$ cat src/source/dwc_pkg.sv
package dwc_pkg;

  // Bus widths
  localparam int ADDR_WIDTH        = 32;
  localparam int ID_WIDTH          = 4;
  localparam int NARROW_DATA_WIDTH = 32;
  localparam int WIDE_DATA_WIDTH   = 256;
  localparam int NARROW_STRB_WIDTH = NARROW_DATA_WIDTH / 8;
  localparam int WIDE_STRB_WIDTH   = WIDE_DATA_WIDTH / 8;
  localparam int LEN_WIDTH         = 8;
  localparam int RESP_WIDTH        = 2;

  // Narrow lanes inside one wide beat
  localparam int LANE_COUNT = WIDE_DATA_WIDTH / NARROW_DATA_WIDTH;
  localparam int LANE_WIDTH = $clog2(LANE_COUNT);
  // Lowest address bit of the lane index, above the narrow byte offset
  localparam int LANE_LSB   = $clog2(NARROW_STRB_WIDTH);

  typedef enum logic {
    DEC_IDLE,
    DEC_ISSUE
  } decoder_state_e;

  typedef enum logic {
    UNPACK_EMPTY,
    UNPACK_DRAIN
  } unpack_state_e;

endpackage
$ cat src/source/dwc_burst_if.sv
`timescale 1ns/100ps

interface dwc_burst_if;
  import dwc_pkg::*;

  logic                  valid;
  logic                  ready;
  // Lane of the first narrow beat inside the first wide beat
  logic [LANE_WIDTH-1:0] first_lane;
  // Narrow burst length, beats minus one
  logic [LEN_WIDTH-1:0]  len;

  modport producer (
    output valid,
    output first_lane,
    output len,
    input  ready
  );

  modport consumer (
    input  valid,
    input  first_lane,
    input  len,
    output ready
  );

endinterface

$ cat src/source/dwc_upsizer.sv
`timescale 1ns/100ps

module dwc_upsizer (
  input  logic                                  clk,
  input  logic                                  arst_n,
  // Narrow AW
  input  logic                                  s_aw_valid,
  output logic                                  s_aw_ready,
  input  logic [dwc_pkg::ID_WIDTH-1:0]          s_aw_id,
  input  logic [dwc_pkg::ADDR_WIDTH-1:0]        s_aw_addr,
  input  logic [dwc_pkg::LEN_WIDTH-1:0]         s_aw_len,
  // Narrow W
  input  logic                                  s_w_valid,
  output logic                                  s_w_ready,
  input  logic [dwc_pkg::NARROW_DATA_WIDTH-1:0] s_w_data,
  input  logic [dwc_pkg::NARROW_STRB_WIDTH-1:0] s_w_strb,
  input  logic                                  s_w_last,
  // Narrow B
  output logic                                  s_b_valid,
  input  logic                                  s_b_ready,
  output logic [dwc_pkg::ID_WIDTH-1:0]          s_b_id,
  output logic [dwc_pkg::RESP_WIDTH-1:0]        s_b_resp,
  // Narrow AR
  input  logic                                  s_ar_valid,
  output logic                                  s_ar_ready,
  input  logic [dwc_pkg::ID_WIDTH-1:0]          s_ar_id,
  input  logic [dwc_pkg::ADDR_WIDTH-1:0]        s_ar_addr,
  input  logic [dwc_pkg::LEN_WIDTH-1:0]         s_ar_len,
  // Narrow R
  output logic                                  s_r_valid,
  input  logic                                  s_r_ready,
  output logic [dwc_pkg::ID_WIDTH-1:0]          s_r_id,
  output logic [dwc_pkg::NARROW_DATA_WIDTH-1:0] s_r_data,
  output logic [dwc_pkg::RESP_WIDTH-1:0]        s_r_resp,
  output logic                                  s_r_last,
  // Wide AW
  output logic                                  m_aw_valid,
  input  logic                                  m_aw_ready,
  output logic [dwc_pkg::ID_WIDTH-1:0]          m_aw_id,
  output logic [dwc_pkg::ADDR_WIDTH-1:0]        m_aw_addr,
  output logic [dwc_pkg::LEN_WIDTH-1:0]         m_aw_len,
  // Wide W
  output logic                                  m_w_valid,
  input  logic                                  m_w_ready,
  output logic [dwc_pkg::WIDE_DATA_WIDTH-1:0]   m_w_data,
  output logic [dwc_pkg::WIDE_STRB_WIDTH-1:0]   m_w_strb,
  output logic                                  m_w_last,
  // Wide B
  input  logic                                  m_b_valid,
  output logic                                  m_b_ready,
  input  logic [dwc_pkg::ID_WIDTH-1:0]          m_b_id,
  input  logic [dwc_pkg::RESP_WIDTH-1:0]        m_b_resp,
  // Wide AR
  output logic                                  m_ar_valid,
  input  logic                                  m_ar_ready,
  output logic [dwc_pkg::ID_WIDTH-1:0]          m_ar_id,
  output logic [dwc_pkg::ADDR_WIDTH-1:0]        m_ar_addr,
  output logic [dwc_pkg::LEN_WIDTH-1:0]         m_ar_len,
  // Wide R
  input  logic                                  m_r_valid,
  output logic                                  m_r_ready,
  input  logic [dwc_pkg::ID_WIDTH-1:0]          m_r_id,
  input  logic [dwc_pkg::WIDE_DATA_WIDTH-1:0]   m_r_data,
  input  logic [dwc_pkg::RESP_WIDTH-1:0]        m_r_resp,
  input  logic                                  m_r_last
);

  dwc_burst_if aw_burst ();
  dwc_burst_if ar_burst ();

  // One wide burst per narrow burst, so B needs no merging
  assign s_b_valid = m_b_valid;
  assign m_b_ready = s_b_ready;
  assign s_b_id    = m_b_id;
  assign s_b_resp  = m_b_resp;

  dwc_burst_decoder i_aw_decoder (
    .clk        (clk),
    .arst_n     (arst_n),
    .ax_valid   (s_aw_valid),
    .ax_ready   (s_aw_ready),
    .ax_id      (s_aw_id),
    .ax_addr    (s_aw_addr),
    .ax_len     (s_aw_len),
    .wide_valid (m_aw_valid),
    .wide_ready (m_aw_ready),
    .wide_id    (m_aw_id),
    .wide_addr  (m_aw_addr),
    .wide_len   (m_aw_len),
    .burst      (aw_burst.producer)
  );

  dwc_burst_decoder i_ar_decoder (
    .clk        (clk),
    .arst_n     (arst_n),
    .ax_valid   (s_ar_valid),
    .ax_ready   (s_ar_ready),
    .ax_id      (s_ar_id),
    .ax_addr    (s_ar_addr),
    .ax_len     (s_ar_len),
    .wide_valid (m_ar_valid),
    .wide_ready (m_ar_ready),
    .wide_id    (m_ar_id),
    .wide_addr  (m_ar_addr),
    .wide_len   (m_ar_len),
    .burst      (ar_burst.producer)
  );

  dwc_write_packer i_write_packer (
    .clk        (clk),
    .arst_n     (arst_n),
    .w_valid    (s_w_valid),
    .w_ready    (s_w_ready),
    .w_data     (s_w_data),
    .w_strb     (s_w_strb),
    .w_last     (s_w_last),
    .wide_valid (m_w_valid),
    .wide_ready (m_w_ready),
    .wide_data  (m_w_data),
    .wide_strb  (m_w_strb),
    .wide_last  (m_w_last),
    .burst      (aw_burst.consumer)
  );

  dwc_read_unpacker i_read_unpacker (
    .clk        (clk),
    .arst_n     (arst_n),
    .wide_valid (m_r_valid),
    .wide_ready (m_r_ready),
    .wide_id    (m_r_id),
    .wide_data  (m_r_data),
    .wide_resp  (m_r_resp),
    .wide_last  (m_r_last),
    .r_valid    (s_r_valid),
    .r_ready    (s_r_ready),
    .r_id       (s_r_id),
    .r_data     (s_r_data),
    .r_resp     (s_r_resp),
    .r_last     (s_r_last),
    .burst      (ar_burst.consumer)
  );

endmodule

$ cat src/source/dwc_read_unpacker.sv
`timescale 1ns/100ps

module dwc_read_unpacker (
  input  logic                                  clk,
  input  logic                                  arst_n,
  // Wide R
  input  logic                                  wide_valid,
  output logic                                  wide_ready,
  input  logic [dwc_pkg::ID_WIDTH-1:0]          wide_id,
  input  logic [dwc_pkg::WIDE_DATA_WIDTH-1:0]   wide_data,
  input  logic [dwc_pkg::RESP_WIDTH-1:0]        wide_resp,
  input  logic                                  wide_last,
  // Narrow R
  output logic                                  r_valid,
  input  logic                                  r_ready,
  output logic [dwc_pkg::ID_WIDTH-1:0]          r_id,
  output logic [dwc_pkg::NARROW_DATA_WIDTH-1:0] r_data,
  output logic [dwc_pkg::RESP_WIDTH-1:0]        r_resp,
  output logic                                  r_last,
  // Read burst descriptor
  dwc_burst_if.consumer                         burst
);
  import dwc_pkg::*;

  unpack_state_e              state;
  logic                       desc_held;
  logic [LANE_WIDTH-1:0]      lane_cnt;
  logic [LEN_WIDTH-1:0]       remaining;
  logic [LEN_WIDTH-1:0]       wide_beat_cnt;
  logic [LEN_WIDTH-1:0]       final_wide;
  logic [LEN_WIDTH:0]         desc_wide_len;
  logic [WIDE_DATA_WIDTH-1:0] data_q;
  logic                       wide_fire;
  logic                       r_fire;
  logic                       lane_end;

  assign wide_ready  = (state == UNPACK_EMPTY) && desc_held;
  assign burst.ready = !desc_held;

  assign wide_fire = wide_valid && wide_ready;
  assign r_fire    = r_valid && r_ready;
  assign lane_end  = (lane_cnt == LANE_WIDTH'(LANE_COUNT - 1));

  // Index of the last wide beat of the burst
  assign desc_wide_len = ({1'b0, burst.len}
                         + {{(LEN_WIDTH + 1 - LANE_WIDTH){1'b0}}, burst.first_lane}) >> LANE_WIDTH;

  assign r_valid = (state == UNPACK_DRAIN);
  assign r_data  = data_q[lane_cnt*NARROW_DATA_WIDTH +: NARROW_DATA_WIDTH];
  assign r_last  = (remaining == '0);

  always_ff @(posedge clk or negedge arst_n) begin
    if (!arst_n) begin
      state         <= UNPACK_EMPTY;
      desc_held     <= 1'b0;
      lane_cnt      <= '0;
      remaining     <= '0;
      wide_beat_cnt <= '0;
      final_wide    <= '0;
    end else begin
      if (burst.valid && burst.ready) begin
        desc_held     <= 1'b1;
        lane_cnt      <= burst.first_lane;
        remaining     <= burst.len;
        wide_beat_cnt <= '0;
        final_wide    <= desc_wide_len[LEN_WIDTH-1:0];
      end

      if (wide_fire) begin
        state         <= UNPACK_DRAIN;
        wide_beat_cnt <= wide_beat_cnt + 1'b1;
      end

      if (r_fire) begin
        lane_cnt  <= lane_cnt + 1'b1;
        remaining <= remaining - 1'b1;
        // Fetch the next wide beat after the top lane or the burst end
        if (lane_end || r_last) begin
          state <= UNPACK_EMPTY;
        end
        if (r_last) begin
          desc_held <= 1'b0;
        end
      end
    end
  end

  always_ff @(posedge clk) begin
    if (wide_fire) begin
      data_q <= wide_data;
      r_id   <= wide_id;
      r_resp <= wide_resp;
    end
  end

  // Slave ends the wide burst on the beat computed by the decoder
  a_wide_last: assert property (@(posedge clk) disable iff (!arst_n)
    wide_fire |-> (wide_last == (wide_beat_cnt == final_wide)));

endmodule

$ cat src/source/dwc_write_packer.sv
`timescale 1ns/100ps

module dwc_write_packer (
  input  logic                                  clk,
  input  logic                                  arst_n,
  // Narrow W
  input  logic                                  w_valid,
  output logic                                  w_ready,
  input  logic [dwc_pkg::NARROW_DATA_WIDTH-1:0] w_data,
  input  logic [dwc_pkg::NARROW_STRB_WIDTH-1:0] w_strb,
  input  logic                                  w_last,
  // Wide W
  output logic                                  wide_valid,
  input  logic                                  wide_ready,
  output logic [dwc_pkg::WIDE_DATA_WIDTH-1:0]   wide_data,
  output logic [dwc_pkg::WIDE_STRB_WIDTH-1:0]   wide_strb,
  output logic                                  wide_last,
  // Write burst descriptor
  dwc_burst_if.consumer                         burst
);
  import dwc_pkg::*;

  logic                  desc_held;
  logic [LANE_WIDTH-1:0] lane_cnt;
  logic [LEN_WIDTH-1:0]  beat_cnt;
  logic [LEN_WIDTH-1:0]  len_q;
  logic                  w_fire;
  logic                  wide_fire;
  logic                  flush;

  // Narrow beats wait for a descriptor and for the wide beat to drain
  assign w_ready     = desc_held && !wide_valid;
  assign burst.ready = !desc_held;

  assign w_fire    = w_valid && w_ready;
  assign wide_fire = wide_valid && wide_ready;

  // Send the wide beat when its top lane fills or the burst ends
  assign flush = (lane_cnt == LANE_WIDTH'(LANE_COUNT - 1)) || w_last;

  always_ff @(posedge clk or negedge arst_n) begin
    if (!arst_n) begin
      desc_held  <= 1'b0;
      lane_cnt   <= '0;
      beat_cnt   <= '0;
      len_q      <= '0;
      wide_valid <= 1'b0;
      wide_strb  <= '0;
    end else begin
      if (burst.valid && burst.ready) begin
        desc_held <= 1'b1;
        lane_cnt  <= burst.first_lane;
        beat_cnt  <= '0;
        len_q     <= burst.len;
      end

      if (w_fire) begin
        wide_strb[lane_cnt*NARROW_STRB_WIDTH +: NARROW_STRB_WIDTH] <= w_strb;
        // Lane counter wraps to 0 at the next wide beat
        lane_cnt <= lane_cnt + 1'b1;
        beat_cnt <= beat_cnt + 1'b1;
        if (flush) begin
          wide_valid <= 1'b1;
        end
        if (w_last) begin
          desc_held <= 1'b0;
        end
      end

      // Lanes not written in the next beat must carry no strobes
      if (wide_fire) begin
        wide_valid <= 1'b0;
        wide_strb  <= '0;
      end
    end
  end

  always_ff @(posedge clk) begin
    if (w_fire) begin
      wide_data[lane_cnt*NARROW_DATA_WIDTH +: NARROW_DATA_WIDTH] <= w_data;
      if (flush) begin
        wide_last <= w_last;
      end
    end
  end

  // Master marks the end of the burst exactly where the descriptor says
  a_wlast_on_len: assert property (@(posedge clk) disable iff (!arst_n)
    w_fire |-> (w_last == (beat_cnt == len_q)));

  a_wide_stable: assert property (@(posedge clk) disable iff (!arst_n)
    wide_valid && !wide_ready |=> wide_valid && $stable(wide_data)
                                  && $stable(wide_strb) && $stable(wide_last));

endmodule

$ cat src/source/dwc_burst_decoder.sv
`timescale 1ns/100ps

module dwc_burst_decoder (
  input  logic                           clk,
  input  logic                           arst_n,
  // Narrow address request
  input  logic                           ax_valid,
  output logic                           ax_ready,
  input  logic [dwc_pkg::ID_WIDTH-1:0]   ax_id,
  input  logic [dwc_pkg::ADDR_WIDTH-1:0] ax_addr,
  input  logic [dwc_pkg::LEN_WIDTH-1:0]  ax_len,
  // Wide address request
  output logic                           wide_valid,
  input  logic                           wide_ready,
  output logic [dwc_pkg::ID_WIDTH-1:0]   wide_id,
  output logic [dwc_pkg::ADDR_WIDTH-1:0] wide_addr,
  output logic [dwc_pkg::LEN_WIDTH-1:0]  wide_len,
  // Descriptor towards packer or unpacker
  dwc_burst_if.producer                  burst
);
  import dwc_pkg::*;

  decoder_state_e        state;
  logic                  wide_sent;
  logic                  desc_sent;
  logic                  wide_done;
  logic                  desc_done;
  logic                  ax_fire;
  logic [LANE_WIDTH-1:0] ax_lane;
  logic [LANE_WIDTH-1:0] first_lane;
  logic [LEN_WIDTH-1:0]  narrow_len;
  logic [LEN_WIDTH:0]    wide_len_full;

  assign ax_fire = ax_valid && ax_ready;
  assign ax_lane = ax_addr[LANE_LSB +: LANE_WIDTH];

  // Wide beats minus one as (first lane + narrow len) / lanes per beat
  assign wide_len_full = ({1'b0, ax_len}
                         + {{(LEN_WIDTH + 1 - LANE_WIDTH){1'b0}}, ax_lane}) >> LANE_WIDTH;

  // Both sides of the burst are offered together and each drops once taken
  assign wide_valid  = (state == DEC_ISSUE) && !wide_sent;
  assign burst.valid = (state == DEC_ISSUE) && !desc_sent;
  assign wide_done   = wide_sent || wide_ready;
  assign desc_done   = desc_sent || burst.ready;

  assign burst.first_lane = first_lane;
  assign burst.len        = narrow_len;

  always_ff @(posedge clk or negedge arst_n) begin
    if (!arst_n) begin
      state     <= DEC_IDLE;
      ax_ready  <= 1'b0;
      wide_sent <= 1'b0;
      desc_sent <= 1'b0;
    end else begin
      case (state)
        DEC_IDLE: begin
          if (ax_fire) begin
            ax_ready  <= 1'b0;
            wide_sent <= 1'b0;
            desc_sent <= 1'b0;
            state     <= DEC_ISSUE;
          end else begin
            ax_ready <= 1'b1;
          end
        end
        DEC_ISSUE: begin
          wide_sent <= wide_done;
          desc_sent <= desc_done;
          if (wide_done && desc_done) begin
            ax_ready <= 1'b1;
            state    <= DEC_IDLE;
          end
        end
        default: state <= DEC_IDLE;
      endcase
    end
  end

  // Request payload with the address forwarded as is
  always_ff @(posedge clk) begin
    if (ax_fire) begin
      wide_id    <= ax_id;
      wide_addr  <= ax_addr;
      wide_len   <= wide_len_full[LEN_WIDTH-1:0];
      first_lane <= ax_lane;
      narrow_len <= ax_len;
    end
  end

  // Wide length fits the len field and reaches the wide beat of the last narrow word
  a_wide_len_range: assert property (@(posedge clk) disable iff (!arst_n)
    ax_fire |-> !wide_len_full[LEN_WIDTH]
                && (wide_len_full[LEN_WIDTH-1:0]
                    == LEN_WIDTH'(((ax_addr + (ADDR_WIDTH'(ax_len) << LANE_LSB))
                                   >> (LANE_LSB + LANE_WIDTH))
                                  - (ax_addr >> (LANE_LSB + LANE_WIDTH)))));

endmodule

$ cat config.mk
export PLATFORM = sky130hd
export DESIGN_NAME = dwc_upsizer
export DESIGN_NICKNAME = d
export VERILOG_FILES = /design/src/source/dwc_pkg.sv /design/src/source/dwc_burst_if.sv /design/src/source/dwc_upsizer.sv /design/src/source/dwc_read_unpacker.sv /design/src/source/dwc_write_packer.sv /design/src/source/dwc_burst_decoder.sv
export SDC_FILE = /design/constraint.sdc
export NUM_CORES = 1
export LEC_CHECK = 0
export BUFFER_PORTS_ARGS = -buffer_cell sky130_fd_sc_hd__buf_2
export CAP_MARGIN = 20
export CORE_AREA = 2 2 330 332
export DETAILED_ROUTE_END_ITERATION = 7
export DIE_AREA = 0 0 332 334
export MAX_ROUTING_LAYER = met4
export PLACE_DENSITY = 0.49
export SYNTH_ARGS = -nofsm -noshare
export SYNTH_HDL_FRONTEND = slang
export SYNTH_SLANG_ARGS = --single-unit
export TNS_END_PERCENT = 10
$ cat constraint.sdc
create_clock -name clk -period 6.45 [get_ports clk]
set_input_delay 1.29 -clock clk [delete_from_list [all_inputs] [get_ports clk]]
set_output_delay 1.29 -clock clk [all_outputs]
set_load 0.02 [all_outputs]
* Word level (Yosys, flattened, before mapping)
Index checks and enable logic that the tools add are counted.
** Cells by class
- $add $sub $neg :: 7
- Eq/ne operators :: 6
- Shift operators :: 5
- Muxes and demuxes :: 40
- Bitwise logic cells :: 3
- Reductions and logical operators :: 36
** Operators by type and width (number)
- bitwise mux 256 bit :: 1
- variable shift 32 x 34 -> 256 bit, first input constant :: 1
- variable part select 256 x 9 -> 32 bit :: 1
- variable part select 32 x 34 -> 256 bit :: 1
- two-way mux 32 bit :: 2
- negation 5 -> 34 bit :: 1
- negation 8 -> 34 bit :: 1
- variable shift 4 x 34 -> 32 bit, first input constant :: 1
- variable part select 4 x 34 -> 32 bit :: 1
- bitwise mux 32 bit :: 1
- two-way mux 1 bit :: 22
- adder 8 x 3 -> 9 bit :: 2
- logical AND 1 bit :: 16
- two-way mux 8 bit :: 2
- case mux 1 bit (2 select lines) :: 8
- two-way mux 3 bit :: 4
- logical NOT 8 bit :: 1
- nonzero test 2 bit :: 4
- subtractor 8 x 1 -> 8 bit, second input constant :: 1
- logical NOT 1 bit :: 7
- adder 3 x 1 -> 3 bit, second input constant :: 2
- == test 3 bit, second input constant :: 2
- logical OR 1 bit :: 6
- inequality test 2 x 1 -> 1 bit, second input constant :: 2
- other kinds (3) :: 7
** Word-level totals
- Flip-flop bits (word level) :: 675
- Input port bits :: 406

* Longest topological paths before layout
Gate-level depths: netlist (run 1).
- Word-level depth :: 6
- Depth in mapped cells :: 9

* Cells and area by module
A second synthesis (run 1) with hierarchy kept.
** Second synthesis, totals
- Cell total of the unflattened synthesis :: 1425
- Area, all modules :: 25553.3 µm²
** Modules (own cells, without submodules)
- dwc_write_packer :: instances 1, cells each 772, area an instance 11234.5 µm², seq. area each 8643.3 µm²
- dwc_read_unpacker :: instances 1, cells each 461, area an instance 10530.1 µm², seq. area each 8192.9 µm²
- dwc_burst_decoder :: instances 2, cells each 92, area an instance 1864.3 µm², seq. area each 1601.5 µm²
- dwc_upsizer :: instances 1, cells each 8, area an instance 60.1 µm², seq. area each 0.0 µm²

* Worst setup path before layout (run 1)
No wires, ideal clock.
- Path kind :: input -> register
- Start point :: input m_r_valid
- End point :: register i_read_unpacker.data_q[0] (enable)
- Setup time :: 656 ps
- Arrival :: 7226 ps
- Data required time :: 5794 ps
- Setup slack :: -1432 ps
- Cell stages on the path :: 1
- Buffers on the path :: 0
- Cells stage by stage :: and2_1
** Between the ends
- Word-level cells in the longest chain between the ends :: 1
** RTL lines
- start: declaration :: RTL line dwc_upsizer.sv:60 : input logic m_r_valid,
- logical AND 1 bit :: RTL line dwc_read_unpacker.sv:40 : assign wide_fire = wide_valid && wide_ready;
- end signal: assignment :: RTL line dwc_read_unpacker.sv:90 : data_q <= wide_data;
- end: declaration :: RTL line dwc_read_unpacker.sv:32 : logic [WIDE_DATA_WIDTH-1:0] data_q;
No other way between the ends.
A chain may end at the register's enable or synchronous reset.

* Worst setup path after layout (run 1)
- Start point :: register i_read_unpacker.lane_cnt[0]
- End point :: output s_r_data[14] (netlist bit)
** Between the ends
- Word-level cells in the longest chain between the ends :: 1
** RTL lines
- start: declaration :: RTL line dwc_read_unpacker.sv:27 : logic [LANE_WIDTH-1:0] lane_cnt;
- start signal: assignment :: RTL line dwc_read_unpacker.sv:63 : lane_cnt <= burst.first_lane;
- start signal: assignment :: RTL line dwc_read_unpacker.sv:75 : lane_cnt <= lane_cnt + 1'b1;
- variable part select 256 x 9 -> 32 bit :: RTL line dwc_read_unpacker.sv:49 : assign r_data = data_q[lane_cnt*NARROW_DATA_WIDTH +: NARROW_DATA_WIDTH];
- end: declaration :: RTL line dwc_upsizer.sv:33 : output logic [dwc_pkg::NARROW_DATA_WIDTH-1:0] s_r_data,
No other way between the ends.

==> reports/qor.json, run 1 <==
{
  "yosysSeqAreaShare": {"value": 79.2, "unit": "%"},
  "drtIter0Drc": {"value": 1126},
  "slew-limit-headroom": {"value": 29.8, "unit": "%"},
  "critical_path.endpoint_type": {"value": "output pin"},
  "overflow": {"value": 0},
  "synth_warnings": {"value": 0},
  "grt_start_max_net_pins": {"value": 169},
  "max_freq": {"value": 0.212, "unit": "GHz"},
  "tritoncts_num_sinks": {"value": 669},
  "hold_class": {"value": "flop to flop"},
  "grt_usage": {"value": 15.6, "unit": "%"},
  "setup_viol": {"value": 0},
  "core_area": {"value": 0.108, "unit": "mm²"},
  "cp_slowest_cell": {"value": "sky130_fd_sc_hd__dfrtp_4"},
  "post_synth.cell_area_avg": {"value": 17.4, "unit": "µm²"},
  "timing.critical_path.fanout_max": {"value": 39},
  "buffer_ports.inserted": {"value": 816},
  "post-route-period-util": {"value": 73.2, "unit": "%"},
  "share_clk_of_total_power": {"value": 30.6, "unit": "%"},
  "global_route_wire_length_before_repair": {"value": 121000, "unit": "µm"},
  "tritoncts": {"value": "yes"},
  "clk_pin_slew": {"value": 0.05, "unit": "ns"},
  "synth-seq-cells": {"value": 669},
  "clockRootBuffer": {"value": "sky130_fd_sc_hd__clkbuf_16"},
  "primary_flip_flop_cell_chosen_by_synthesis_mapping": {"value": "sky130_fd_sc_hd__edfxtp_1"},
  "timing.critical_path.from": {"value": "i_read_unpacker.lane_cnt[0]"},
  "area_growth": {"value": 33.0, "unit": "%"},
  "antenna_violating_nets_post_route": {"value": 0},
  "totalWireLength": {"value": 85500, "unit": "µm"},
  "die_area": {"value": 0.111, "unit": "mm²"},
  "nFillCells": {"value": 10843},
  "run_status": {"value": "completed"},
  "timing.final.crit_period": {"value": 4.72, "unit": "ns"},
  "synth_edf_count": {"value": 611},
  "resized_cells_post_cts": {"value": 0},
  "peakVddDrop": {"value": 0.000263, "unit": "V"},
  "post_synth_fa_ha_maj_area_fraction": {"value": 0.651, "unit": "%"},
  "synth_top_cells_by_area": {"value": "sky130_fd_sc_hd__edfxtp_1, sky130_fd_sc_hd__dfrtp_1, sky130_fd_sc_hd__mux4_2"},
  "post-synth-top-area-cell": {"value": "sky130_fd_sc_hd__edfxtp_1"},
  "max_slew.worst_pin.slew": {"value": 1.05, "unit": "ns"},
  "cts-buffers-inserted": {"value": 79},
  "cap_violations": {"value": 0},
  "grt_antenna_before_repair": {"value": 14},
  "switching_share": {"value": 34.5, "unit": "%"},
  "routedWlPerCell": {"value": 22.7, "unit": "µm"},
  "floorplan.initialDensity": {"value": 23.2, "unit": "%"},
  "yosys.area_share.xor_xnor": {"value": 0.350, "unit": "%"},
  "rows": {"value": 121},
  "synth-simple-area-share": {"value": 8.53, "unit": "%"},
  "setup-tns-final": {"value": 0, "unit": "ns"},
  "postCtsSetupRepairBufs": {"value": 0},
  "startpoint_type": {"value": "flop"},
  "p_total": {"value": 0.0143, "unit": "W"},
  "synth.distinct_cells": {"value": 61},
  "cell_count_after_synthesis": {"value": 1435},
  "layout.nets": {"value": 2695},
  "timing.critical_path.required": {"value": 5.16, "unit": "ns"},
  "detailroute.via_count": {"value": 15782},
  "gp_congestion": {"value": 0.874},
  "worst_path_cell_trace": {"value": "buf_4 > mux4_2 > mux2_2 > buf_2"},
  "worstPathArrival": {"value": 3.43, "unit": "ns"},
  "clock_tree.buffer_depth": {"value": 3},
  "detailedPlacementHpwl": {"value": 64000, "unit": "µm"},
  "hold_start": {"value": "i_ar_decoder.burst.len[5]"},
  "ffs_w_async_s_r_synth": {"value": 8.67, "unit": "%"},
  "syn-cell-area": {"value": 0.0250, "unit": "mm²"},
  "vias_in_the_first_global_route": {"value": 16893},
  "die_w": {"value": 332, "unit": "µm"},
  "area.sequential": {"value": 0.0198, "unit": "mm²"},
  "grt_setup_unrepaired": {"value": "false"},
  "synth.cells.most_frequent": {"value": "sky130_fd_sc_hd__edfxtp_1, sky130_fd_sc_hd__nor2_1, sky130_fd_sc_hd__nand2_1"},
  "dr.pass1.iters": {"value": 5},
  "synth-compound-area-share": {"value": 1.67, "unit": "%"},
  "post_drt_via_cell_ratio": {"value": 4.19},
  "comb_power_share": {"value": 28.0, "unit": "%"},
  "clk-insertion-delay-late": {"value": 0.65, "unit": "ns"},
  "multiInputGateArea": {"value": 0.00476, "unit": "mm²"},
  "drive_above_1_share": {"value": 45.5, "unit": "%"},
  "power.share.sequential": {"value": 41.4, "unit": "%"},
  "htree_levels": {"value": 3},
  "setup.worst_path.class": {"value": "flop to output pin"},
  "share_of_synthesized_area_spent_on_multiplexers": {"value": 7.65, "unit": "%"},
  "share_of_the_synthesized_area_in_the_top_cell_type": {"value": 73.4, "unit": "%"},
  "finish.utilization": {"value": 30.8, "unit": "%"},
  "remaining_drc_errors": {"value": 0},
  "die-height": {"value": 334, "unit": "µm"},
  "internal_dissipation": {"value": 0.00939, "unit": "W"},
  "timing.final.hold_violations": {"value": 0},
  "postCtsHoldBufs": {"value": 0},
  "cell_with_the_most_instances_after_synthesis": {"value": "sky130_fd_sc_hd__edfxtp_1"},
  "ff_to_ff_start": {"value": "i_write_packer.lane_cnt[0]"},
  "max_stage_delay": {"value": 0.94, "unit": "ns"},
  "main_combinational_cell_family_by_area_after_synthesis": {"value": "simple AND/OR/NAND/NOR gates"},
  "cellLeakagePower": {"value": 13.0, "unit": "nW"},
  "design.portCount": {"value": 838},
  "net_switching_power_figure": {"value": 0.00495, "unit": "W"},
  "skew": {"value": 0.0446, "unit": "ns"},
  "maxSlewViolCount": {"value": 0},
  "power_density_over_cell_area": {"value": 432, "unit": "mW/mm²"}
}
==> power by group through the flow <==
stage | Clock [W] | Sequential [W] | Combinational (W)
detailed placement | 0 | 0.00604 | 0.00409
global placement | 0 | 0.00602 | 0.00404
CTS | 0.00452 | 0.00596 | 0.00410
floorplan | 0 | 0.00610 | 0.00244
finish | 0.00439 | 0.00594 | 0.00402
global route | 0.00469 | 0.00602 | 0.00433
==> flip-flops by register name, summed over array words and instances, names as in the netlist, 3 cells and up <==
register	cells
i_read_unpacker.lane_cnt	3
i_read_unpacker.r_id	4
i_write_packer.wide_strb	32
i_write_packer.wide_data	256
i_ar_decoder.burst.len	8
i_aw_decoder.wide_addr	30
i_read_unpacker.remaining	8
i_ar_decoder.wide_len	6
i_ar_decoder.wide_id	4
i_aw_decoder.wide_id	4
i_read_unpacker.data_q	256
i_ar_decoder.wide_addr	30
i_aw_decoder.wide_len	6
i_write_packer.lane_cnt	3
==> final cells by class <==
| class | instances | area share (%) |
|---|---|---|
| antenna | 16 | 0.120 |
| tap | 1414 | 5.32 |
| multi-input combinational | 678 | 14.3 |
| timing repair buffer | 834 | 12.8 |
| clock inverter | 49 | 1.58 |
| clock buffer | 94 | 6.12 |
| sequential | 669 | 59.6 |
| inverter | 14 | 0.158 |
==> final timing paths <==
check | cells past startpoint | slack (ns) | end
setup / recovery | 4 | 1.73 | s_r_data[14]
hold / removal | 2 | 0.47 | i_read_unpacker.remaining[5]
setup reg to reg | 5 | 1.89 | i_write_packer.wide_data[65]
hold reg to reg | 2 | 0.47 | i_read_unpacker.remaining[5]
max in group asynchronous | 1 | 4.99 | i_read_unpacker.lane_cnt[1]
min in group asynchronous | 1 | 0.75 | i_write_packer.wide_strb[1]
==> cells by family after synthesis <==
group / Yosys count
adder cells (fa/ha/maj): 13
XOR/XNOR: 10
buffers and inverters: 91
AO/OA/AOI/OAI: 69
multiplexers: 107
other: 1
AND/OR/NAND/NOR: 475
flip-flops: 669
==> cell usage in the layout, fill, tap and decap left out, types with 16 or more instances in the layout <==
cell and n:
sky130_fd_sc_hd__and2_1 35, sky130_fd_sc_hd__buf_2 815, sky130_fd_sc_hd__buf_4 17, sky130_fd_sc_hd__clkbuf_16 79
sky130_fd_sc_hd__clkinv_1 21, sky130_fd_sc_hd__dfrtp_1 54, sky130_fd_sc_hd__diode_2 16, sky130_fd_sc_hd__edfxtp_1 611
sky130_fd_sc_hd__mux2_2 32, sky130_fd_sc_hd__mux4_2 64, sky130_fd_sc_hd__nand2_1 116, sky130_fd_sc_hd__nand3_1 16
sky130_fd_sc_hd__nor2_1 246, sky130_fd_sc_hd__o21ai_0 18
==> critical path: cells and delay by family (launching register included) <==
kind	cells	cell delay [ns]
mux	2	0.91
buf+inv	2	0.88
flops	1	0.94
==> layer usage <==
| layer | wire length [µm] | GRT usage (%) | up-vias |
|---|---|---|---|
| li1 | - | - | 7062 |
| met1 | 32400 | 16.8 | 7841 |
| met2 | 43200 | 26.6 | 755 |
| met3 | 7500 | 5.21 | 124 |
| met4 | 2420 | 5.83 | 0 |
| met5 | 0 | - | - |
==> through the flow <==
stage                     std cells  setup slack [ns]  hold WS [ns]  instance area [µm²]
after floorplan                1438              1.51         0.437                25000
after global placement         3608              1.88         0.460                30600
after detailed placement       3608              1.79         0.466                30600
after CTS                      3751              1.57         0.480                33200
after global routing           3765              1.46         0.497                33200
final                          3768              1.73         0.475                33200
Note: power is estimated with default switching activity, not from simulation.
==> run 2, diff against run 1 <==
--- a/config.mk
+++ b/config.mk
@@ -5,13 +5,14 @@
 export SDC_FILE = /design/constraint.sdc
 export NUM_CORES = 1
 export LEC_CHECK = 0
+export ABC_AREA = 1
 export BUFFER_PORTS_ARGS = -buffer_cell sky130_fd_sc_hd__buf_2
 export CAP_MARGIN = 20
-export CORE_AREA = 2 2 330 332
+export CORE_AREA = 2 2 322 324
 export DETAILED_ROUTE_END_ITERATION = 7
-export DIE_AREA = 0 0 332 334
+export DIE_AREA = 0 0 324 326
 export MAX_ROUTING_LAYER = met4
-export PLACE_DENSITY = 0.49
+export PLACE_DENSITY = 0.51
 export SYNTH_ARGS = -nofsm -noshare
 export SYNTH_HDL_FRONTEND = slang
 export SYNTH_SLANG_ARGS = --single-unit
==> constraint.sdc (replaced) <==
create_clock -name clk -period 4.31 [get_ports clk]
set_input_delay 0.862 -clock clk [delete_from_list [all_inputs] [get_ports clk]]
set_output_delay 0.862 -clock clk [all_outputs]
set_load 0.02 [all_outputs]
==> run 2 against run 1 <==
Hold slack got worse by 0.31 ns. Global-route usage up 2.0 points. Register-to-register slack got worse by 0.59 ns. Largest power group unchanged. Synthesized cell count up 41%.
==> reports/qor.json, run 2 <==
{
  "synth.cells.most_frequent": {"value": "sky130_fd_sc_hd__edfxtp_1, sky130_fd_sc_hd__nor2_1, sky130_fd_sc_hd__nand2_1", "change": "unchanged"},
  "dr.pass1.iters": {"value": 7, "change": "was 5"},
  "cap_violations": {"value": 0, "change": "unchanged"},
  "worstPathArrival": {"value": 2.79, "unit": "ns", "change": "was 3.43 ns"},
  "synth-seq-cells": {"value": 669, "change": "unchanged"},
  "cellLeakagePower": {"value": 13.5, "unit": "nW", "change": "was 13.0 nW"},
  "clock_tree.buffer_depth": {"value": 3, "change": "unchanged"},
  "detailroute.via_count": {"value": 18410, "change": "was 15,782"},
  "core_area": {"value": 0.103, "unit": "mm²", "change": "was 0.108 mm²"},
  "synth.distinct_cells": {"value": 34, "change": "was 61"},
  "slew-limit-headroom": {"value": 38.0, "unit": "%", "change": "was 29.8%"},
  "finish.utilization": {"value": 33.2, "unit": "%", "change": "was 30.8%"},
  "p_total": {"value": 0.0228, "unit": "W", "change": "was 0.0143 W"},
  "tritoncts": {"value": "yes", "change": "unchanged"},
  "drive_above_1_share": {"value": 35.1, "unit": "%", "change": "was 45.5%"},
  "timing.critical_path.fanout_max": {"value": 54, "change": "was 39"},
  "layout.nets": {"value": 3268, "change": "was 2,695"},
  "htree_levels": {"value": 3, "change": "unchanged"},
  "vias_in_the_first_global_route": {"value": 18129, "change": "was 16,893"},
  "floorplan.initialDensity": {"value": 25.2, "unit": "%", "change": "was 23.2%"},
  "clk-insertion-delay-late": {"value": 0.64, "unit": "ns", "change": "was 0.65 ns"},
  "post_drt_via_cell_ratio": {"value": 4.27, "change": "was 4.19"},
  "detailedPlacementHpwl": {"value": 69100, "unit": "µm", "change": "was 64,000 µm"},
  "peakVddDrop": {"value": 0.000444, "unit": "V", "change": "was 0.000263 V"},
  "synth_top_cells_by_area": {"value": "sky130_fd_sc_hd__edfxtp_1, sky130_fd_sc_hd__nor2_1, sky130_fd_sc_hd__dfrtp_1", "change": "was sky130_fd_sc_hd__edfxtp_1, sky130_fd_sc_hd__dfrtp_1, sky130_fd_sc_hd__mux4_2"},
  "die_w": {"value": 324, "unit": "µm", "change": "was 332 µm"},
  "hold_class": {"value": "input port to asynchronous set/reset pin", "change": "was flop to flop"},
  "post-synth-top-area-cell": {"value": "sky130_fd_sc_hd__edfxtp_1", "change": "unchanged"},
  "ffs_w_async_s_r_synth": {"value": 8.67, "unit": "%", "change": "unchanged"},
  "clockRootBuffer": {"value": "sky130_fd_sc_hd__clkbuf_16", "change": "unchanged"},
  "reg2reg_setup_slack": {"value": 1.30, "unit": "ns", "change": "was 1.89 ns"},
  "layout.cells.most_common_list": {"value": "sky130_fd_sc_hd__buf_2, sky130_fd_sc_hd__edfxtp_1, sky130_fd_sc_hd__nor2_1, sky130_fd_sc_hd__nand2_1, sky130_fd_sc_hd__o21ai_0", "change": "was sky130_fd_sc_hd__buf_2, sky130_fd_sc_hd__edfxtp_1, sky130_fd_sc_hd__nor2_1, sky130_fd_sc_hd__nand2_1, sky130_fd_sc_hd__clkbuf_16"},
  "worstReg2RegEnd": {"value": "i_write_packer.wide_data[251]", "change": "was i_write_packer.wide_data[65]"},
  "startpoint_type": {"value": "flop", "change": "unchanged"},
  "cell_count_after_synthesis": {"value": 2026, "change": "was 1,435"},
  "maxSlewViolCount": {"value": 0, "change": "unchanged"},
  "design.portCount": {"value": 838, "change": "unchanged"},
  "max_freq": {"value": 0.274, "unit": "GHz"},
  "grt_antenna_before_repair": {"value": 27, "change": "was 14"},
  "primary_flip_flop_cell_chosen_by_synthesis_mapping": {"value": "sky130_fd_sc_hd__edfxtp_1", "change": "unchanged"},
  "grt_usage": {"value": 17.6, "unit": "%", "change": "was 15.6%"},
  "synth_warnings": {"value": 0, "change": "unchanged"},
  "drtIter0Drc": {"value": 1376, "change": "was 1,126"},
  "buffer_ports.inserted": {"value": 816, "change": "unchanged"},
  "area_growth": {"value": 31.7, "unit": "%", "change": "was 33.0%"},
  "critical_path.endpoint_type": {"value": "output pin", "change": "unchanged"},
  "grt_start_max_net_pins": {"value": 149, "change": "was 169"},
  "timing.final.hold_violations": {"value": 0, "change": "unchanged"},
  "postCtsSetupRepairBufs": {"value": 0, "change": "unchanged"},
  "totalWireLength": {"value": 92700, "unit": "µm", "change": "was 85,500 µm"},
  "cell_with_the_most_instances_after_synthesis": {"value": "sky130_fd_sc_hd__edfxtp_1", "change": "unchanged"},
  "finalInstanceArea": {"value": 0.0340, "unit": "mm²", "change": "was 0.0332 mm²"},
  "setup_ws": {"value": 0.661, "unit": "ns", "change": "was 1.73 ns"},
  "timing.critical_path.required": {"value": 3.45, "unit": "ns", "change": "was 5.16 ns"},
  "die_area": {"value": 0.106, "unit": "mm²", "change": "was 0.111 mm²"},
  "r2r_cells": {"value": 6, "change": "was 5"},
  "ff_to_ff_start": {"value": "i_write_packer.lane_cnt[0]", "change": "unchanged"},
  "gp_congestion": {"value": 0.839, "change": "was 0.874"},
  "skew": {"value": 0.0240, "unit": "ns", "change": "was 0.0446 ns"},
  "tritoncts_num_sinks": {"value": 669, "change": "unchanged"},
  "routedWlPerCell": {"value": 21.5, "unit": "µm", "change": "was 22.7 µm"},
  "setup_viol": {"value": 0, "change": "unchanged"},
  "antenna_violating_nets_post_route": {"value": 0, "change": "unchanged"},
  "post-route-period-util": {"value": 84.7, "unit": "%"},
  "synth_edf_count": {"value": 611, "change": "unchanged"},
  "post_synth.cell_area_avg": {"value": 12.8, "unit": "µm²", "change": "was 17.4 µm²"},
  "postCtsHoldBufs": {"value": 0, "change": "unchanged"},
  "worst_hold_slack": {"value": 0.164, "unit": "ns", "change": "was 0.475 ns"},
  "cts-buffers-inserted": {"value": 77, "change": "was 79"},
  "resized_cells_post_cts": {"value": 0, "change": "unchanged"},
  "global_route_wire_length_before_repair": {"value": 129000, "unit": "µm", "change": "was 121,000 µm"},
  "rows": {"value": 118, "change": "was 121"},
  "remaining_drc_errors": {"value": 0, "change": "unchanged"},
  "timing.final.crit_period": {"value": 3.65, "unit": "ns"},
  "yosysSeqAreaShare": {"value": 76.6, "unit": "%", "change": "was 79.2%"},
  "die-height": {"value": 326, "unit": "µm", "change": "was 334 µm"},
  "share_of_the_synthesized_area_in_the_top_cell_type": {"value": 71.0, "unit": "%", "change": "was 73.4%"},
  "overflow": {"value": 0, "change": "unchanged"},
  "clk_pin_slew": {"value": 0.06, "unit": "ns", "change": "was 0.05 ns"},
  "grt_setup_unrepaired": {"value": "false", "change": "unchanged"},
  "run_status": {"value": "completed", "change": "unchanged"},
  "setup.worst_path.class": {"value": "flop to output pin", "change": "unchanged"},
  "timing.critical_path.to": {"value": "s_r_data[1]", "change": "was s_r_data[14]"},
  "power_density_over_cell_area": {"value": 671, "unit": "mW/mm²", "change": "was 432 mW/mm²"},
  "max_slew.worst_pin.slew": {"value": 0.928, "unit": "ns", "change": "was 1.05 ns"},
  "syn-cell-area": {"value": 0.0258, "unit": "mm²", "change": "was 0.0250 mm²"},
  "placed_area": {"value": 0.0315, "unit": "mm²", "change": "was 0.0306 mm²"},
  "timing.critical_path.from": {"value": "i_read_unpacker.lane_cnt[1]", "change": "was i_read_unpacker.lane_cnt[0]"},
  "dp_slack": {"value": 1.23, "unit": "ns", "change": "was 1.79 ns"},
  "reg.largest.list": {"value": "i_read_unpacker.data_q: 256 flops, i_write_packer.wide_data: 256 flops, i_write_packer.wide_strb: 32 flops", "change": "unchanged"},
  "layout_commonest_cell": {"value": "sky130_fd_sc_hd__buf_2", "change": "unchanged"}
}
run 2: power breakdown:
| part | switching [W] | internal [W] |
|---|---|---|
| combinational | 0.00575 | 0.00187 |
| clock | 0.00280 | 0.00366 |
| sequential | 0.000389 | 0.00836 |
run 2: logic make-up (layout without fill, tap and decap cells):
logic type	count (synthesis)	in the layout	synth area share, %
adder cells (fa/ha/maj)	13	13	0.629
other	1	27	0.0145
AND/OR/NAND/NOR	898	898	14.4
AO/OA/AOI/OAI	240	240	4.74
XOR/XNOR	6	6	0.203
buffers and inverters	199	1078	3.37
flip-flops	669	669	76.6
run 2: area by class of cell:
cell class	count	area, µm²
Inverter	89	339
Fill cell	10346	68600
Clock inverter	53	504
Clock buffer	85	1980
Multi-Input combinational cell	1161	5250
Antenna cell	23	57.6
Tap cell	1380	1730
Sequential cell	669	19800
Timing Repair Buffer	851	4380
run 2: worst max-delay path, stage by stage (launching register included):
cell,delay [ns]
sky130_fd_sc_hd__dfrtp_4,0.79
sky130_fd_sc_hd__buf_4,0.49
sky130_fd_sc_hd__o21ai_0,0.16
sky130_fd_sc_hd__o21ai_1,0.20
sky130_fd_sc_hd__nand2_1,0.08
sky130_fd_sc_hd__nand2_1,0.15
sky130_fd_sc_hd__buf_2,0.22
run 2: per-stage QoR:
stage | std cells | TNS (ns)
2_1_floorplan | 2029 | -238.39
3_3_place_gp | 4149 | 0
3_5_place_dp | 4149 | 0
4_1_cts | 4287 | 0
5_1_grt | 4310 | 0
6_report | 4311 | 0
run 2: metal layers:
layer | vias to the layer above | track usage [%] | wire [µm]
met2 | 774 | 29.5 | 46300
met4 | 0 | 6.58 | 3190
met5 | - | - | 0
met1 | 8807 | 19.2 | 34900
met3 | 133 | 5.91 | 8360
li1 | 8696 | - | -
run 2: worst min path at each step:
| stage | startpoint | to | slack (ns) | depth (start not counted) |
|---|---|---|---|---|
| global route | arst_n | i_write_packer.wide_strb[30] | 0.16 | 1 |
| floorplan | i_ar_decoder.burst.len[5] | i_read_unpacker.remaining[5] | 0.44 | 2 |
| finish | arst_n | i_write_packer.wide_strb[30] | 0.16 | 1 |
| CTS | arst_n | i_write_packer.wide_strb[30] | 0.11 | 1 |
| detailed placement | i_ar_decoder.burst.len[5] | i_read_unpacker.remaining[5] | 0.46 | 2 |
| global placement | i_write_packer.wide_strb[4] | i_write_packer.wide_strb[4] | 0.45 | 2 |
==> run 3, diff against run 2 <==
--- a/config.mk
+++ b/config.mk
@@ -8,11 +8,11 @@
 export ABC_AREA = 1
 export BUFFER_PORTS_ARGS = -buffer_cell sky130_fd_sc_hd__buf_2
 export CAP_MARGIN = 20
-export CORE_AREA = 2 2 322 324
+export CORE_AREA = 2 2 324 326
 export DETAILED_ROUTE_END_ITERATION = 7
-export DIE_AREA = 0 0 324 326
+export DIE_AREA = 0 0 326 328
 export MAX_ROUTING_LAYER = met4
-export PLACE_DENSITY = 0.51
+export PLACE_DENSITY = 0.49
 export SYNTH_ARGS = -nofsm -noshare
 export SYNTH_HDL_FRONTEND = slang
 export SYNTH_SLANG_ARGS = --single-unit
==> constraint.sdc (replaced) <==
create_clock -name clk -period 3.5 [get_ports clk]
set_input_delay 0.7 -clock clk [delete_from_list [all_inputs] [get_ports clk]]
set_output_delay 0.7 -clock clk [all_outputs]
set_load 0.02 [all_outputs]
==> run 3 against run 2 <==
Critical path depth grew 2. Utilization shrank 0.11 points. Sequential cell count is the same. Global-route usage grew 0.13 points. Critical path type unchanged. Critical endpoint is now s_r_data[19]. Largest power group unchanged.
==> reports/qor.json, run 3 (synthesized netlist as in run 2, its figures left out) <==
{
  "run_status": {"value": "completed", "change": "unchanged"},
  "layout.cells.most_common_list": {"value": "sky130_fd_sc_hd__buf_2, sky130_fd_sc_hd__edfxtp_1, sky130_fd_sc_hd__nor2_1, sky130_fd_sc_hd__nand2_1, sky130_fd_sc_hd__o21ai_0", "change": "unchanged"},
  "tritoncts": {"value": "yes", "change": "unchanged"},
  "maxSlewViolCount": {"value": 0, "change": "unchanged"},
  "dr.pass1.iters": {"value": 5, "change": "was 7"},
  "gp_congestion": {"value": 0.841, "change": "was 0.839"},
  "cap_violations": {"value": 0, "change": "unchanged"},
  "clockRootBuffer": {"value": "sky130_fd_sc_hd__clkbuf_16", "change": "unchanged"},
  "totalWireLength": {"value": 94300, "unit": "µm", "change": "was 92,700 µm"},
  "globalRouteMet3Util": {"value": 5.29, "unit": "%", "change": "was 5.91%"},
  "cellLeakagePower": {"value": 13.5, "unit": "nW", "change": "about the same"},
  "core_area": {"value": 0.103, "unit": "mm²", "change": "about the same"},
  "startpoint_type": {"value": "flop", "change": "unchanged"},
  "die_area": {"value": 0.107, "unit": "mm²", "change": "was 0.106 mm²"},
  "post_drt_via_cell_ratio": {"value": 4.30, "change": "was 4.27"},
  "design.portCount": {"value": 838, "change": "unchanged"},
  "hold_class": {"value": "input port to asynchronous set/reset pin", "change": "unchanged"},
  "clock_tree.buffer_depth": {"value": 3, "change": "unchanged"},
  "global_route_wire_length_before_repair": {"value": 132000, "unit": "µm", "change": "was 129,000 µm"},
  "layout.nets": {"value": 3271, "change": "was 3,268"},
  "postCtsSetupRepairBufs": {"value": 0, "change": "unchanged"},
  "peakVddDrop": {"value": 0.000533, "unit": "V", "change": "was 0.000444 V"},
  "clk_pin_slew": {"value": 0.06, "unit": "ns", "change": "about the same"},
  "drive_above_1_share": {"value": 35.0, "unit": "%", "change": "was 35.1%"},
  "drtIter0Drc": {"value": 1481, "change": "was 1,376"},
  "routedWlPerCell": {"value": 21.8, "unit": "µm", "change": "was 21.5 µm"},
  "cts-buffers-inserted": {"value": 77, "change": "unchanged"},
  "setup_viol": {"value": 0, "change": "unchanged"},
  "postCtsHoldBufs": {"value": 0, "change": "unchanged"},
  "groute.layer.met1.usage": {"value": 20.2, "unit": "%", "change": "was 19.2%"},
  "remaining_drc_errors": {"value": 0, "change": "unchanged"},
  "globalRoute.busiestLayer": {"value": "met2", "change": "unchanged"},
  "timing.critical_path.fanout_max": {"value": 129, "change": "was 54"},
  "layout_commonest_cell": {"value": "sky130_fd_sc_hd__buf_2", "change": "unchanged"},
  "grt_setup_unrepaired": {"value": "false", "change": "unchanged"},
  "finalNonFillerCells": {"value": 4322, "change": "was 4,311"},
  "vias_in_the_first_global_route": {"value": 18362, "change": "was 18,129"},
  "setup_ws": {"value": 0.240, "unit": "ns", "change": "was 0.661 ns"},
  "antenna_violating_nets_post_route": {"value": 0, "change": "unchanged"},
  "worstPathArrival": {"value": 2.56, "unit": "ns", "change": "was 2.79 ns"},
  "timing.final.crit_period": {"value": 3.26, "unit": "ns"},
  "rows": {"value": 118, "change": "unchanged"},
  "setup.worst_path.class": {"value": "flop to output pin", "change": "unchanged"},
  "htree_levels": {"value": 3, "change": "unchanged"},
  "detailroute.via_count": {"value": 18563, "change": "was 18,410"},
  "place.detailed.instances": {"value": 4153, "change": "was 4,149"},
  "p_total": {"value": 0.0281, "unit": "W", "change": "was 0.0228 W"},
  "buffer_ports.inserted": {"value": 816, "change": "unchanged"},
  "max_slew.worst_pin.slew": {"value": 0.885, "unit": "ns", "change": "was 0.928 ns"},
  "detailedPlacementHpwl": {"value": 69700, "unit": "µm", "change": "was 69,100 µm"},
  "slew-limit-headroom": {"value": 41.0, "unit": "%", "change": "was 38.0%"},
  "grt_usage": {"value": 17.7, "unit": "%", "change": "was 17.6%"},
  "reg.largest.list": {"value": "i_read_unpacker.data_q: 256 flops, i_write_packer.wide_data: 256 flops, i_write_packer.wide_strb: 32 flops", "change": "unchanged"},
  "timing.final.hold_violations": {"value": 0, "change": "unchanged"},
  "die-height": {"value": 328, "unit": "µm", "change": "was 326 µm"},
  "finalInstanceArea": {"value": 0.0341, "unit": "mm²", "change": "was 0.0340 mm²"},
  "max_freq": {"value": 0.307, "unit": "GHz"},
  "dp_slack": {"value": 0.704, "unit": "ns", "change": "was 1.23 ns"},
  "power_density_over_cell_area": {"value": 825, "unit": "mW/mm²", "change": "was 671 mW/mm²"},
  "use_met2": {"value": 29.7, "unit": "%", "change": "was 29.5%"},
  "skew": {"value": 0.0305, "unit": "ns", "change": "was 0.0240 ns"},
  "setup-tns-final": {"value": 0, "unit": "ns", "change": "unchanged"},
  "timing.critical_path.required": {"value": 2.80, "unit": "ns", "change": "was 3.45 ns"},
  "placed_area": {"value": 0.0316, "unit": "mm²", "change": "was 0.0315 mm²"},
  "tritoncts_num_sinks": {"value": 669, "change": "unchanged"},
  "grt_start_max_net_pins": {"value": 147, "change": "was 149"},
  "post-route-period-util": {"value": 93.1, "unit": "%"},
  "clk-insertion-delay-late": {"value": 0.65, "unit": "ns", "change": "was 0.64 ns"},
  "critical_path.endpoint_type": {"value": "output pin", "change": "unchanged"},
  "grt_antenna_before_repair": {"value": 35, "change": "was 27"},
  "floorplan.initialDensity": {"value": 25.0, "unit": "%", "change": "was 25.2%"},
  "overflow": {"value": 0, "change": "unchanged"},
  "area_growth": {"value": 32.0, "unit": "%", "change": "was 31.7%"},
  "die_w": {"value": 326, "unit": "µm", "change": "was 324 µm"}
}
run 3: cell types whose count changed in the layout (fill, tap and decap cells not counted), moves of 3 or more:
| cell | change |
|---|---|
| sky130_fd_sc_hd__buf_4 | -5 |
| sky130_fd_sc_hd__clkbuf_1 | +8 |
| sky130_fd_sc_hd__buf_12 | +8 |
| sky130_fd_sc_hd__clkinv_4 | -3 |
| sky130_fd_sc_hd__diode_2 | +4 |
run 3: final cells by class:
cell class / instances / area, µm²
Antenna cell: 27 / 67.6
Clock buffer: 92 / 1980
Clock inverter: 50 / 453
Fill cell: 10431 / 69100
Inverter: 89 / 340
Multi-Input combinational cell: 1161 / 5240
Sequential cell: 669 / 19800
Tap cell: 1380 / 1730
Timing Repair Buffer: 854 / 4510
run 3: critical path, cell delays in order, from the launching register on:
cell and delay [ns]:
sky130_fd_sc_hd__dfrtp_4 0.44, sky130_fd_sc_hd__buf_12 0.42, sky130_fd_sc_hd__nor2_1 0.11, sky130_fd_sc_hd__nor2_1 0.10, sky130_fd_sc_hd__o21ai_0 0.09, sky130_fd_sc_hd__o21ai_1 0.24, sky130_fd_sc_hd__nand2_1 0.09, sky130_fd_sc_hd__nand2_1 0.16
sky130_fd_sc_hd__buf_2 0.20
run 3: metal layers:
metal / up-vias / part of all wire, %
li1: 8714 / -
met2: 820 / 50
met3: 134 / 8.4
met4: 0 / 3.1
met1: 8895 / 39
met5: - / 0
run 3: worst paths after layout:
check | slack, ns | start | to | cells past startpoint
setup / recovery | 0.24 | i_read_unpacker.lane_cnt[0] | s_r_data[19] | 8
hold / removal | 0.15 | arst_n | i_write_packer.lane_cnt[0] | 1
setup reg to reg | 0.74 | i_write_packer.lane_cnt[0] | i_write_packer.wide_data[196] | 9
hold reg to reg | 0.47 | i_write_packer.wide_strb[29] | i_write_packer.wide_strb[29] | 2
max in group asynchronous | 2.61 | arst_n | i_write_packer.wide_strb[28] | 2
min in group clk | 0.21 | m_r_data[74] | i_read_unpacker.data_q[74] | 1
run 3: power by group:
| group | leakage (nW) | switching, W | internal, W | total, W |
|---|---|---|---|---|
| Clock | 1.19 | 0.00341 | 0.00440 | 0.00781 |
| Combinational | 6.06 | 0.00713 | 0.00244 | 0.00957 |
| Sequential | 6.28 | 0.000462 | 0.0103 | 0.0108 |
run 3: metrics by stage:
step	util (%)	hold slack, ns
finish	33.1	0.154
global route	33.1	0.170
CTS	33.0	0.139
detailed placement	30.6	0.455
global placement	30.6	0.451
floorplan	-	0.404
run 3: what timing repair did:
item                                    in CTS  in global routing
resized for setup                            1                  1
endpoints found under the setup margin       1                 10
pin swaps                                    0                  0
